==> src/logic/dma_pkg.sv <==
// Shared constants and types for the four-channel DMA engine.
// Register map is fixed: 4 channels x 4 registers, 16 bytes per channel.
// Addresses and counts are 24-bit byte values; the memory port is word-aligned.
`default_nettype none

package dma_pkg;

    localparam int NUM_CHAN      = 4;
    localparam int CHAN_W        = 2;
    localparam int ADDR_W        = 24;
    localparam int DATA_W        = 32;
    localparam int NUM_REQ       = 16;
    localparam int REQ_IDX_W     = $clog2(NUM_REQ);
    localparam int REG_ADDR_W    = 6;
    localparam int CTRL_W        = 13;
    localparam int REGS_PER_CHAN = 4;
    // Byte offset width inside one channel block
    localparam int BLK_W         = $clog2(REGS_PER_CHAN) + 2;

    localparam logic [BLK_W-1:0] REG_SRC  = 'h0;
    localparam logic [BLK_W-1:0] REG_DST  = 'h4;
    localparam logic [BLK_W-1:0] REG_CTRL = 'h8;
    localparam logic [BLK_W-1:0] REG_CNT  = 'hc;

    localparam int CTRL_SRC_REQ_LSB = 0;
    localparam int CTRL_DST_REQ_LSB = 4;
    localparam int CTRL_SRC_INC     = 8;
    localparam int CTRL_DST_INC     = 9;
    localparam int CTRL_SIZE_LSB    = 10;
    localparam int CTRL_NULL_TERM   = 12;
    localparam int CTRL_DONE_BIT    = 31;

    // Encoding 3 is treated as 32-bit
    typedef enum logic [1:0] {
        SIZE_8  = 2'd0,
        SIZE_16 = 2'd1,
        SIZE_32 = 2'd2
    } xfer_size_e;

    typedef enum logic [1:0] {
        ST_READ   = 2'd0,
        ST_WRITE  = 2'd1,
        ST_UPDATE = 2'd2
    } eng_state_e;

    typedef struct packed {
        logic [ADDR_W-1:0] src;
        logic [ADDR_W-1:0] dst;
        logic [CTRL_W-1:0] ctrl;
        logic [ADDR_W-1:0] cnt;
    } chan_regs_t;

    typedef struct packed {
        logic              wr;
        logic [CHAN_W-1:0] seq;
        logic [3:0]        mask;
        logic [ADDR_W-1:0] addr;
        logic [DATA_W-1:0] wdata;
    } mem_req_t;

    typedef struct packed {
        logic              rdone;
        logic              wdone;
        logic [CHAN_W-1:0] seq;
        logic [3:0]        mask;
        logic [DATA_W-1:0] data;
    } mem_rsp_t;

    typedef struct packed {
        logic [NUM_CHAN-1:0] sel;
        logic                update;
        logic                null_trans;
        logic [ADDR_W-1:0]   next_src;
        logic [ADDR_W-1:0]   next_dst;
        logic [ADDR_W-1:0]   next_cnt;
    } chan_upd_t;

    // One data word seen as byte lanes or half-word lanes
    typedef union packed {
        logic [3:0][7:0]  bytes;
        logic [1:0][15:0] halves;
    } lane_word_u;

endpackage

`default_nettype wire

==> src/logic/dma_regs.sv <==
// Channel register file: src, dst, ctrl and cnt per channel.
// Software writes take priority over engine updates in the same cycle.
// Read-back is combinational; ctrl bit 31 returns the registered done flag.
`timescale 1ns/1ps
`default_nettype none

module dma_regs import dma_pkg::*;
(
    input  wire logic                         clk,
    input  wire logic                         rst,
    input  wire logic                         reg_wr,
    input  wire logic [REG_ADDR_W-1:0]        reg_addr,
    input  wire logic [DATA_W-1:0]            reg_wdata,
    output logic      [DATA_W-1:0]            reg_rdata,
    input  wire chan_upd_t                    upd,
    input  wire logic [NUM_CHAN-1:0]          read_pending,
    input  wire logic [NUM_CHAN-1:0]          write_pending,
    output chan_regs_t [NUM_CHAN-1:0]         chan_regs,
    output logic      [NUM_CHAN-1:0]          done
);

    logic [CHAN_W-1:0]   reg_chan;
    logic [BLK_W-1:0]    reg_off;
    logic [NUM_CHAN-1:0] chan_hit;
    chan_regs_t          rd;

    // Upper offset bits pick the channel block
    assign reg_chan = reg_addr[REG_ADDR_W-1 -: CHAN_W];
    assign reg_off  = reg_addr[BLK_W-1:0];
    assign chan_hit = reg_wr ? (NUM_CHAN'(1) << reg_chan) : '0;

    always_ff @(posedge clk or posedge rst)
    begin
        if (rst)
        begin
            chan_regs <= '0;
        end
        else
        begin
            for (int i = 0; i < NUM_CHAN; i++)
            begin
                if (chan_hit[i] && (reg_off == REG_SRC))
                    chan_regs[i].src <= reg_wdata[ADDR_W-1:0];
                else if (upd.sel[i] && upd.update && chan_regs[i].ctrl[CTRL_SRC_INC])
                    chan_regs[i].src <= upd.next_src;

                if (chan_hit[i] && (reg_off == REG_DST))
                    chan_regs[i].dst <= reg_wdata[ADDR_W-1:0];
                else if (upd.sel[i] && upd.update && chan_regs[i].ctrl[CTRL_DST_INC])
                    chan_regs[i].dst <= upd.next_dst;

                if (chan_hit[i] && (reg_off == REG_CTRL))
                    chan_regs[i].ctrl <= reg_wdata[CTRL_W-1:0];

                // Writing a non-zero count starts the channel
                if (chan_hit[i] && (reg_off == REG_CNT))
                    chan_regs[i].cnt <= reg_wdata[ADDR_W-1:0];
                else if (upd.sel[i] && upd.null_trans && chan_regs[i].ctrl[CTRL_NULL_TERM])
                    chan_regs[i].cnt <= '0;
                else if (upd.sel[i] && upd.update)
                    chan_regs[i].cnt <= upd.next_cnt;
            end
        end
    end

    always_ff @(posedge clk or posedge rst)
    begin
        if (rst)
        begin
            done <= '0;
        end
        else
        begin
            for (int i = 0; i < NUM_CHAN; i++)
                done[i] <= !read_pending[i] && !write_pending[i] && (chan_regs[i].cnt == '0);
        end
    end

    always_comb
    begin
        rd        = chan_regs[reg_chan];
        reg_rdata = '0;
        case (reg_off)
            REG_SRC: reg_rdata[ADDR_W-1:0] = rd.src;
            REG_DST: reg_rdata[ADDR_W-1:0] = rd.dst;
            REG_CTRL:
            begin
                reg_rdata[CTRL_W-1:0]    = rd.ctrl;
                reg_rdata[CTRL_DONE_BIT] = done[reg_chan];
            end
            REG_CNT: reg_rdata[ADDR_W-1:0] = rd.cnt;
            default: reg_rdata = '0;
        endcase
    end

    // Engine updates at most one channel per cycle
    a_upd_sel_onehot: assert property (@(posedge clk) disable iff (rst)
        $onehot0(upd.sel));

endmodule

`default_nettype wire

==> src/logic/dma_rsp_track.sv <==
// Per-channel read/write pending flags and captured read data.
// Allows one read and one write in flight per channel.
// Read data is replicated across all lanes according to the response mask.
`timescale 1ns/1ps
`default_nettype none

module dma_rsp_track import dma_pkg::*;
(
    input  wire logic                            clk,
    input  wire logic                            rst,
    input  wire mem_req_t                        mem_req,
    input  wire logic                            mem_req_valid,
    input  wire logic                            mem_busy,
    input  wire mem_rsp_t                        mem_rsp,
    output logic [NUM_CHAN-1:0]                  read_pending,
    output logic [NUM_CHAN-1:0]                  write_pending,
    output logic [NUM_CHAN-1:0][DATA_W-1:0]      chan_rdata
);

    logic                accept;
    logic [NUM_CHAN-1:0] req_chan;
    logic [NUM_CHAN-1:0] rsp_chan;
    lane_word_u          rsp_word;
    lane_word_u          rep_word;

    assign accept   = mem_req_valid && !mem_busy;
    assign req_chan = NUM_CHAN'(1) << mem_req.seq;
    assign rsp_chan = NUM_CHAN'(1) << mem_rsp.seq;

    always_ff @(posedge clk or posedge rst)
    begin
        if (rst)
        begin
            read_pending  <= '0;
            write_pending <= '0;
        end
        else
        begin
            read_pending  <= (read_pending | ((accept && !mem_req.wr) ? req_chan : '0))
                             & ~(mem_rsp.rdone ? rsp_chan : '0);
            write_pending <= (write_pending | ((accept && mem_req.wr) ? req_chan : '0))
                             & ~(mem_rsp.wdone ? rsp_chan : '0);
        end
    end

    // Full word, a half, or a single byte lane
    always_comb
    begin
        rsp_word = mem_rsp.data;
        rep_word = rsp_word;
        if (mem_rsp.mask == 4'b1111)
            rep_word = rsp_word;
        else if (mem_rsp.mask[3:2] == 2'b11)
            rep_word.halves = {2{rsp_word.halves[1]}};
        else if (mem_rsp.mask[1:0] == 2'b11)
            rep_word.halves = {2{rsp_word.halves[0]}};
        else if (mem_rsp.mask[3])
            rep_word.bytes = {4{rsp_word.bytes[3]}};
        else if (mem_rsp.mask[2])
            rep_word.bytes = {4{rsp_word.bytes[2]}};
        else if (mem_rsp.mask[1])
            rep_word.bytes = {4{rsp_word.bytes[1]}};
        else
            rep_word.bytes = {4{rsp_word.bytes[0]}};
    end

    always_ff @(posedge clk)
    begin
        if (mem_rsp.rdone)
            chan_rdata[mem_rsp.seq] <= rep_word;
    end

    a_rdone_pending: assert property (@(posedge clk) disable iff (rst)
        mem_rsp.rdone |-> read_pending[mem_rsp.seq]);
    a_wdone_pending: assert property (@(posedge clk) disable iff (rst)
        mem_rsp.wdone |-> write_pending[mem_rsp.seq]);

endmodule

`default_nettype wire

==> src/logic/dma_engine.sv <==
// Transfer engine serving one channel per cycle, chosen the cycle before.
// Each unit is read request, write request, then a one-cycle status update.
// Request lines are registered once; a held request may be withdrawn
// when another channel is chosen.
`timescale 1ns/1ps
`default_nettype none

module dma_engine import dma_pkg::*;
(
    input  wire logic                            clk,
    input  wire logic                            rst,
    input  wire logic [NUM_REQ-1:0]              req,
    input  wire chan_regs_t [NUM_CHAN-1:0]       chan_regs,
    input  wire logic [NUM_CHAN-1:0]             read_pending,
    input  wire logic [NUM_CHAN-1:0]             write_pending,
    input  wire logic [NUM_CHAN-1:0][DATA_W-1:0] chan_rdata,
    input  wire logic                            mem_busy,
    output mem_req_t                             mem_req,
    output logic                                 mem_req_valid,
    output chan_upd_t                            upd
);

    logic [NUM_REQ-1:0]          req_q;
    logic [CHAN_W-1:0]           chan_num;
    logic [CHAN_W-1:0]           chan_pick;
    eng_state_e [NUM_CHAN-1:0]   state_q;
    eng_state_e                  next_state;
    chan_regs_t                  cur;
    xfer_size_e                  size;
    logic                        src_req;
    logic                        dst_req;
    logic [3:0]                  src_mask;
    logic [3:0]                  dst_mask;
    logic [ADDR_W-1:0]           next_src;
    logic [ADDR_W-1:0]           next_dst;
    logic [ADDR_W-1:0]           next_cnt;

    always_ff @(posedge clk or posedge rst)
    begin
        if (rst)
            req_q <= '0;
        else
            req_q <= req;
    end

    assign cur     = chan_regs[chan_num];
    assign size    = xfer_size_e'(cur.ctrl[CTRL_SIZE_LSB +: 2]);
    assign src_req = req_q[cur.ctrl[CTRL_SRC_REQ_LSB +: REQ_IDX_W]];
    assign dst_req = req_q[cur.ctrl[CTRL_DST_REQ_LSB +: REQ_IDX_W]];

    // Next values are rounded down to the transfer size
    always_comb
    begin
        case (size)
            SIZE_8:
            begin
                next_src = cur.src + ADDR_W'(1);
                next_dst = cur.dst + ADDR_W'(1);
                next_cnt = cur.cnt - ADDR_W'(1);
                src_mask = 4'b0001 << cur.src[1:0];
                dst_mask = 4'b0001 << cur.dst[1:0];
            end
            SIZE_16:
            begin
                next_src = (cur.src + ADDR_W'(2)) & ~ADDR_W'(1);
                next_dst = (cur.dst + ADDR_W'(2)) & ~ADDR_W'(1);
                next_cnt = (cur.cnt - ADDR_W'(2)) & ~ADDR_W'(1);
                src_mask = cur.src[1] ? 4'b1100 : 4'b0011;
                dst_mask = cur.dst[1] ? 4'b1100 : 4'b0011;
            end
            default:
            begin
                next_src = (cur.src + ADDR_W'(4)) & ~ADDR_W'(3);
                next_dst = (cur.dst + ADDR_W'(4)) & ~ADDR_W'(3);
                next_cnt = (cur.cnt - ADDR_W'(4)) & ~ADDR_W'(3);
                src_mask = 4'b1111;
                dst_mask = 4'b1111;
            end
        endcase
    end

    always_comb
    begin
        next_state    = state_q[chan_num];
        mem_req_valid = 1'b0;
        mem_req       = '0;
        mem_req.seq   = chan_num;
        upd           = '0;
        upd.sel       = NUM_CHAN'(1) << chan_num;
        upd.next_src  = next_src;
        upd.next_dst  = next_dst;
        upd.next_cnt  = next_cnt;

        if (cur.cnt == '0)
        begin
            next_state = ST_READ;
        end
        else
        begin
            case (state_q[chan_num])
                ST_READ:
                begin
                    if (src_req && !read_pending[chan_num])
                    begin
                        mem_req_valid = 1'b1;
                        mem_req.mask  = src_mask;
                        mem_req.addr  = {cur.src[ADDR_W-1:2], 2'b00};
                        if (!mem_busy)
                            next_state = ST_WRITE;
                    end
                end
                ST_WRITE:
                begin
                    // Needs the read data and a free write slot
                    if (dst_req && !read_pending[chan_num] && !write_pending[chan_num])
                    begin
                        mem_req_valid = 1'b1;
                        mem_req.wr    = 1'b1;
                        mem_req.mask  = dst_mask;
                        mem_req.addr  = {cur.dst[ADDR_W-1:2], 2'b00};
                        mem_req.wdata = chan_rdata[chan_num];
                        if (!mem_busy)
                            next_state = ST_UPDATE;
                    end
                end
                ST_UPDATE:
                begin
                    upd.update     = 1'b1;
                    upd.null_trans = (chan_rdata[chan_num] == '0);
                    next_state     = ST_READ;
                end
                default: next_state = ST_READ;
            endcase
        end
    end

    // Lowest idle channel with work, else the last one
    always_comb
    begin
        chan_pick = CHAN_W'(NUM_CHAN - 1);
        for (int i = NUM_CHAN - 1; i >= 0; i--)
        begin
            if (!read_pending[i] && (chan_regs[i].cnt != '0))
                chan_pick = CHAN_W'(i);
        end
    end

    always_ff @(posedge clk or posedge rst)
    begin
        if (rst)
        begin
            chan_num <= '0;
            state_q  <= {NUM_CHAN{ST_READ}};
        end
        else
        begin
            chan_num          <= chan_pick;
            state_q[chan_num] <= next_state;
        end
    end

    // A refused request stays offered unless dropped or replaced by another channel
    a_req_held: assert property (@(posedge clk) disable iff (rst)
        (mem_req_valid && mem_busy) |=> !mem_req_valid
            || (mem_req.seq != $past(mem_req.seq)) || (mem_req == $past(mem_req)));

endmodule

`default_nettype wire

==> src/logic/dma_top.sv <==
// Four-channel DMA top level.
// Register port: write strobe, combinational read-back.
// Memory port: mem_busy is back-pressure, responses are strobes tagged by channel.
`timescale 1ns/1ps
`default_nettype none

module dma_top import dma_pkg::*;
(
    input  wire logic                     clk,
    input  wire logic                     rst,
    input  wire logic                     reg_wr,
    input  wire logic [REG_ADDR_W-1:0]    reg_addr,
    input  wire logic [DATA_W-1:0]        reg_wdata,
    output logic      [DATA_W-1:0]        reg_rdata,
    output mem_req_t                      mem_req,
    output logic                          mem_req_valid,
    input  wire logic                     mem_busy,
    input  wire mem_rsp_t                 mem_rsp,
    input  wire logic [NUM_REQ-1:0]       req,
    output logic      [NUM_CHAN-1:0]      done
);

    chan_regs_t [NUM_CHAN-1:0]       chan_regs;
    chan_upd_t                       upd;
    logic [NUM_CHAN-1:0]             read_pending;
    logic [NUM_CHAN-1:0]             write_pending;
    logic [NUM_CHAN-1:0][DATA_W-1:0] chan_rdata;

    dma_regs u_regs (
        .clk           (clk),
        .rst           (rst),
        .reg_wr        (reg_wr),
        .reg_addr      (reg_addr),
        .reg_wdata     (reg_wdata),
        .reg_rdata     (reg_rdata),
        .upd           (upd),
        .read_pending  (read_pending),
        .write_pending (write_pending),
        .chan_regs     (chan_regs),
        .done          (done)
    );

    dma_rsp_track u_rsp_track (
        .clk           (clk),
        .rst           (rst),
        .mem_req       (mem_req),
        .mem_req_valid (mem_req_valid),
        .mem_busy      (mem_busy),
        .mem_rsp       (mem_rsp),
        .read_pending  (read_pending),
        .write_pending (write_pending),
        .chan_rdata    (chan_rdata)
    );

    dma_engine u_engine (
        .clk           (clk),
        .rst           (rst),
        .req           (req),
        .chan_regs     (chan_regs),
        .read_pending  (read_pending),
        .write_pending (write_pending),
        .chan_rdata    (chan_rdata),
        .mem_busy      (mem_busy),
        .mem_req       (mem_req),
        .mem_req_valid (mem_req_valid),
        .upd           (upd)
    );

endmodule

`default_nettype wire

==> config.mk <==
export PLATFORM = sky130hd
export DESIGN_NAME = dma_top
export DESIGN_NICKNAME = d
export VERILOG_FILES = /design/src/logic/dma_pkg.sv /design/src/logic/dma_regs.sv /design/src/logic/dma_rsp_track.sv /design/src/logic/dma_engine.sv /design/src/logic/dma_top.sv
export SDC_FILE = /design/constraint.sdc
export NUM_CORES = 2
export LEC_CHECK = 0
export BUFFER_PORTS_ARGS = -buffer_cell sky130_fd_sc_hd__buf_2
export CAP_MARGIN = 20
export CORE_MARGIN = 2
export CORE_UTILIZATION = 60
export DETAILED_ROUTE_END_ITERATION = 16
export GPL_TIMING_DRIVEN = 1
export PLACE_DENSITY = 0.88
export SETUP_SLACK_MARGIN = 0.5
export SLEW_MARGIN = 40
export SYNTH_ARGS = -nofsm -noshare
export SYNTH_HDL_FRONTEND = slang
export SYNTH_HIERARCHICAL = 1
export SYNTH_SLANG_ARGS = --single-unit
export TNS_END_PERCENT = 20
==> constraint.sdc <==
create_clock -name clk -period 15.53 [get_ports clk]
set_clock_uncertainty 0.05 [all_clocks]
set_input_delay 3.8825 -clock clk [delete_from_list [all_inputs] [get_ports clk]]
set_output_delay 3.8825 -clock clk [all_outputs]
set_load 0.01 [all_outputs]
==> summary.json <==
{
  "timing.critical_path.buf_inv": 3,
  "power.net_switching_mw": 2.682,
  "die_area_um2": 53850,
  "placement.io_buffers": 180,
  "timing.hold.worst.start": "u_engine/state_q[6]",
  "detail_route.wirelength_mm": 109.3,
  "clk_pin_slew_ns": 0.06,
  "period_needed_ns": 10.72,
  "p_leak_nw": 14.16,
  "result_of_the_run": "finished, final reports clean",
  "post_synth.cell_area_avg_um2": 11.37,
  "setup-violations-final": 0,
  "postLayoutCellArea_um2": 34250,
  "number_of_different_library_cells_in_the_post_synthesis_netlist": 79,
  "worst_r2r_startpoint": "u_engine/chan_num[0]",
  "timing.max_slew.rel_slack": 0.3908,
  "ir_drop_uv": 127.3,
  "ioPinCount": 198,
  "total_placed_instance_area_um2": 32220,
  "rr_endpoint": "u_rsp_track/write_pending[0]",
  "detail_route.first_pass.iterations": 13,
  "dominantRegCellSynth": "sky130_fd_sc_hd__dfrtp_1",
  "ys_seq_elements": 506,
  "fmax_mhz": 93.26,
  "timing.reg2reg.worst_path_depth": 13,
  "drive_gt1_frac": 0.2204,
  "die_h_um": 232.1,
  "internal_power_mw": 3.752,
  "min_delay_path_depth": 2,
  "timing_max_transition_violations_final": 0,
  "critPathTopFamily": "buffers and inverters",
  "crit_chain": "buf_4 -> buf_4 -> mux4_2 -> a22oi_1 -> nand2_1 -> buf_2",
  "cts_root_buffer": "sky130_fd_sc_hd__clkbuf_16",
  "cts.sinks": 506,
  "multi_input_area_um2": 16660,
  "comb_power_share": 0.445,
  "htreeDepth": 2,
  "critPathMaxFanout": 48,
  "holdPathEnd": "u_engine/state_q[6]",
  "r2r_setup_slack_ns": 9.59,
  "power.sequential.fraction": 0.330,
  "hpwl_mm": 66.16,
  "final_core_utilization": 0.6662,
  "endpoint_kind": "output pin",
  "power.density_cell_area_nw_per_um2": 187.9,
  "post_cts.resized_instances": 0,
  "tns_ns": 0,
  "path_common_cell": "sky130_fd_sc_hd__buf_4",
  "grt_antenna_before_repair": 15,
  "power_switching_share": 0.4169,
  "postCtsSetupRepairBufs": 0,
  "clk_latency_ns": 0.65,
  "grt_pass1_vias": 27750,
  "clock_power_share": 0.225,
  "vias_cell": 7.831,
  "post_synthesis_sequential_area_ratio": 0.4263,
  "drt_drc_violations_left": 0,
  "worstSetupStartpointType": "input pin",
  "layout_worst_path_cycle_share": 0.6905,
  "sequential_cell_area_um2": 13310,
  "core.rowCount": 83,
  "floorplan.die.width_um": 232.1,
  "routed-via-count": 27430,
  "gpl.final_weighted_congestion": 0.9974,
  "ctsHoldBuffers": 0,
  "areaGrowthSynthToFinish_pct": 9.739,
  "grt_first_pass_wirelength_mm": 165.6,
  "syn-cell-area_um2": 31210,
  "synth_enable_flop_cells": 128,
  "total_count_of_hold_check_failures_in_the_final_report": 0,
  "fin_nets": 2886,
  "avgRoutedWirePerCell_um": 31.19,
  "largest_net_degree_at_the_start_of_global_routing": 109,
  "clock_buffer_depth": 3,
  "core_area_um2": 51410,
  "cell_types_with_the_largest_area_share_after_synthesis": "sky130_fd_sc_hd__dfrtp_1 30%, sky130_fd_sc_hd__mux4_2 14%, sky130_fd_sc_hd__edfxtp_1 12%",
  "drt.antenna.violating_nets": 0,
  "initial_core_util": 0.6071,
  "tritoncts": "built",
  "cpPeakStageDelay_ns": 0.81,
  "timing_worst_setup_path_type": "in2out",
  "proportion_of_netlist_area_held_by_the_largest_area_contributor": 0.3031,
  "worst-endpoint-arrival_ns": 6.79,
  "synthArstFlopShare": 0.7470,
  "postSynthCellCount": 2745,
  "grt_remaining_overflow": 0,
  "required_ns": 11.60,
  "yosysTopAreaCell": "sky130_fd_sc_hd__dfrtp_1",
  "worstHoldPathType": "reg2reg",
  "fin_worst_hold_slack_ns": 0.4361,
  "grtUsageTotal": 0.4054,
  "slowest_stage": "sky130_fd_sc_hd__buf_4",
  "max_cap_violations": 0,
  "drtIter0Drc": 5012,
  "rsz0062_at_grt": "no",
  "worst-slew-pin-transition_ns": 0.9137,
  "fillerInstances": 3514,
  "tritoncts.num_buffers": 54,
  "yosysWarningCount": 6
}
==> synth_stat cells (16+ instances only) <==
master	n
sky130_fd_sc_hd__o21ai_0	230
sky130_fd_sc_hd__edfxtp_1	128
sky130_fd_sc_hd__dfrtp_1	378
sky130_fd_sc_hd__buf_4	29
sky130_fd_sc_hd__mux2_2	45
sky130_fd_sc_hd__mux2i_1	304
sky130_fd_sc_hd__xor2_1	19
sky130_fd_sc_hd__ha_1	16
sky130_fd_sc_hd__a21oi_1	40
sky130_fd_sc_hd__nor2_1	93
sky130_fd_sc_hd__xnor2_1	41
sky130_fd_sc_hd__nand3_1	324
sky130_fd_sc_hd__inv_1	27
sky130_fd_sc_hd__buf_2	98
sky130_fd_sc_hd__clkbuf_1	95
sky130_fd_sc_hd__nor4_1	53
sky130_fd_sc_hd__a22oi_1	75
sky130_fd_sc_hd__buf_1	29
sky130_fd_sc_hd__nand4_1	21
sky130_fd_sc_hd__nand2_1	116
sky130_fd_sc_hd__mux4_2	196
sky130_fd_sc_hd__o31ai_1	99
sky130_fd_sc_hd__and2_1	56
==> power groups by stage <==
stage,clock [mW],combinational (mW),sequential [mW]
floorplan,0,1.99,1.94
global placement,0,2.53,2.07
detailed placement,0,2.68,2.11
CTS,1.44,2.72,2.10
global route,1.50,2.96,2.15
finish,1.45,2.86,2.12
==> per-layer routing <==
metal  GRT usage  vias up  routed length [um]
met5           0        -                 117
met2      0.6061     2895               47730
met4      0.2720       18                9136
met3      0.1526      769               17700
li1            -    10600                   -
met1      0.4905    13150               34580
==> kinds of logic (layout without fill, tap and decap cells) <==
group | after synthesis | in the layout | synth area share
adder cells (fa/ha/maj) | 16 | 16 | 0.006415
flip-flops | 506 | 506 | 0.4263
buffers and inverters | 290 | 355 | 0.04595
other | 2 | 15 | 0.0002407
multiplexers | 564 | 564 | 0.2664
XOR/XNOR | 60 | 60 | 0.01684
AND/OR/NAND/NOR | 773 | 773 | 0.1285
AO/OA/AOI/OAI | 534 | 534 | 0.1093
==> flip-flops by register name (all words and copies together), names as in the netlist <==
register	flops
u_regs/chan_regs	340
u_rsp_track/chan_rdata	128
u_engine/req_q	16
u_engine/state_q	8
u_regs/done	4
u_rsp_track/read_pending	4
u_rsp_track/write_pending	4
u_engine/chan_num	2
==> through the flow <==
| stage | std cells | setup WS [ns] | power [mW] |
|---|---|---|---|
| floorplan | 2752 | 2.061 | 3.926 |
| global placement | 3394 | 5.023 | 4.609 |
| detailed placement | 3395 | 5.067 | 4.791 |
| CTS | 3496 | 5.045 | 6.267 |
| global route | 3499 | 5.015 | 6.620 |
| finish | 3503 | 4.807 | 6.434 |
==> how the worst max path moves through the flow <==
stage,from,to,slack [ns],cells after the start
floorplan,rst,u_regs/chan_regs[0],2.06,1
global placement,reg_addr[4],reg_rdata[20],5.02,6
detailed placement,reg_addr[5],reg_rdata[12],5.07,6
CTS,reg_addr[5],reg_rdata[12],5.04,6
global route,reg_addr[5],reg_rdata[12],5.02,6
finish,reg_addr[5],reg_rdata[12],4.81,6
==> placed cells by master (no fill, tap or decap), types with 9 or more instances in the layout <==
| cell type | n |
|---|---|
| sky130_fd_sc_hd__edfxtp_1 | 128 |
| sky130_fd_sc_hd__nor3_1 | 12 |
| sky130_fd_sc_hd__o31ai_1 | 99 |
| sky130_fd_sc_hd__xnor2_1 | 41 |
| sky130_fd_sc_hd__nand4_1 | 21 |
| sky130_fd_sc_hd__dfrtp_1 | 376 |
| sky130_fd_sc_hd__xor2_1 | 19 |
| sky130_fd_sc_hd__mux4_1 | 9 |
| sky130_fd_sc_hd__nand3_1 | 316 |
| sky130_fd_sc_hd__nor2_1 | 93 |
| sky130_fd_sc_hd__mux4_2 | 196 |
| sky130_fd_sc_hd__nand4b_1 | 11 |
| sky130_fd_sc_hd__inv_1 | 25 |
| sky130_fd_sc_hd__nand3b_1 | 13 |
| sky130_fd_sc_hd__mux2_2 | 45 |
| sky130_fd_sc_hd__o21a_1 | 15 |
| sky130_fd_sc_hd__nor4_1 | 53 |
| sky130_fd_sc_hd__mux2_1 | 10 |
| sky130_fd_sc_hd__nor2b_1 | 10 |
| sky130_fd_sc_hd__bufinv_16 | 10 |
| sky130_fd_sc_hd__mux2i_1 | 304 |
| sky130_fd_sc_hd__a22oi_1 | 75 |
| sky130_fd_sc_hd__a21oi_1 | 40 |
| sky130_fd_sc_hd__conb_1 | 9 |
| sky130_fd_sc_hd__nand2b_1 | 15 |
| sky130_fd_sc_hd__clkbuf_16 | 58 |
| sky130_fd_sc_hd__buf_2 | 178 |
| sky130_fd_sc_hd__clkinv_2 | 10 |
| sky130_fd_sc_hd__nand2_1 | 116 |
| sky130_fd_sc_hd__buf_4 | 41 |
| sky130_fd_sc_hd__ha_1 | 16 |
| sky130_fd_sc_hd__o21ai_0 | 230 |
| sky130_fd_sc_hd__and2_1 | 49 |
| sky130_fd_sc_hd__and3_1 | 14 |
==> worst min-delay path: cells and delay by family (launching register included) <==
family             cells  cell delay (ns)
and+or+nand+nor        1             0.05
AOI/OAI and AO/OA      1             0.06
DFF                    1             0.34
==> final cells by class <==
class / count / share of cell area
clock inverter: 28 / 0.01180
inverter: 27 / 0.003325
clock buffer: 73 / 0.04607
antenna: 6 / 0.0004384
tap: 680 / 0.02484
multi-input combinational: 1956 / 0.4864
timing repair buffer: 227 / 0.03844
sequential: 506 / 0.3887
Note: power is estimated with default switching activity, not from simulation.
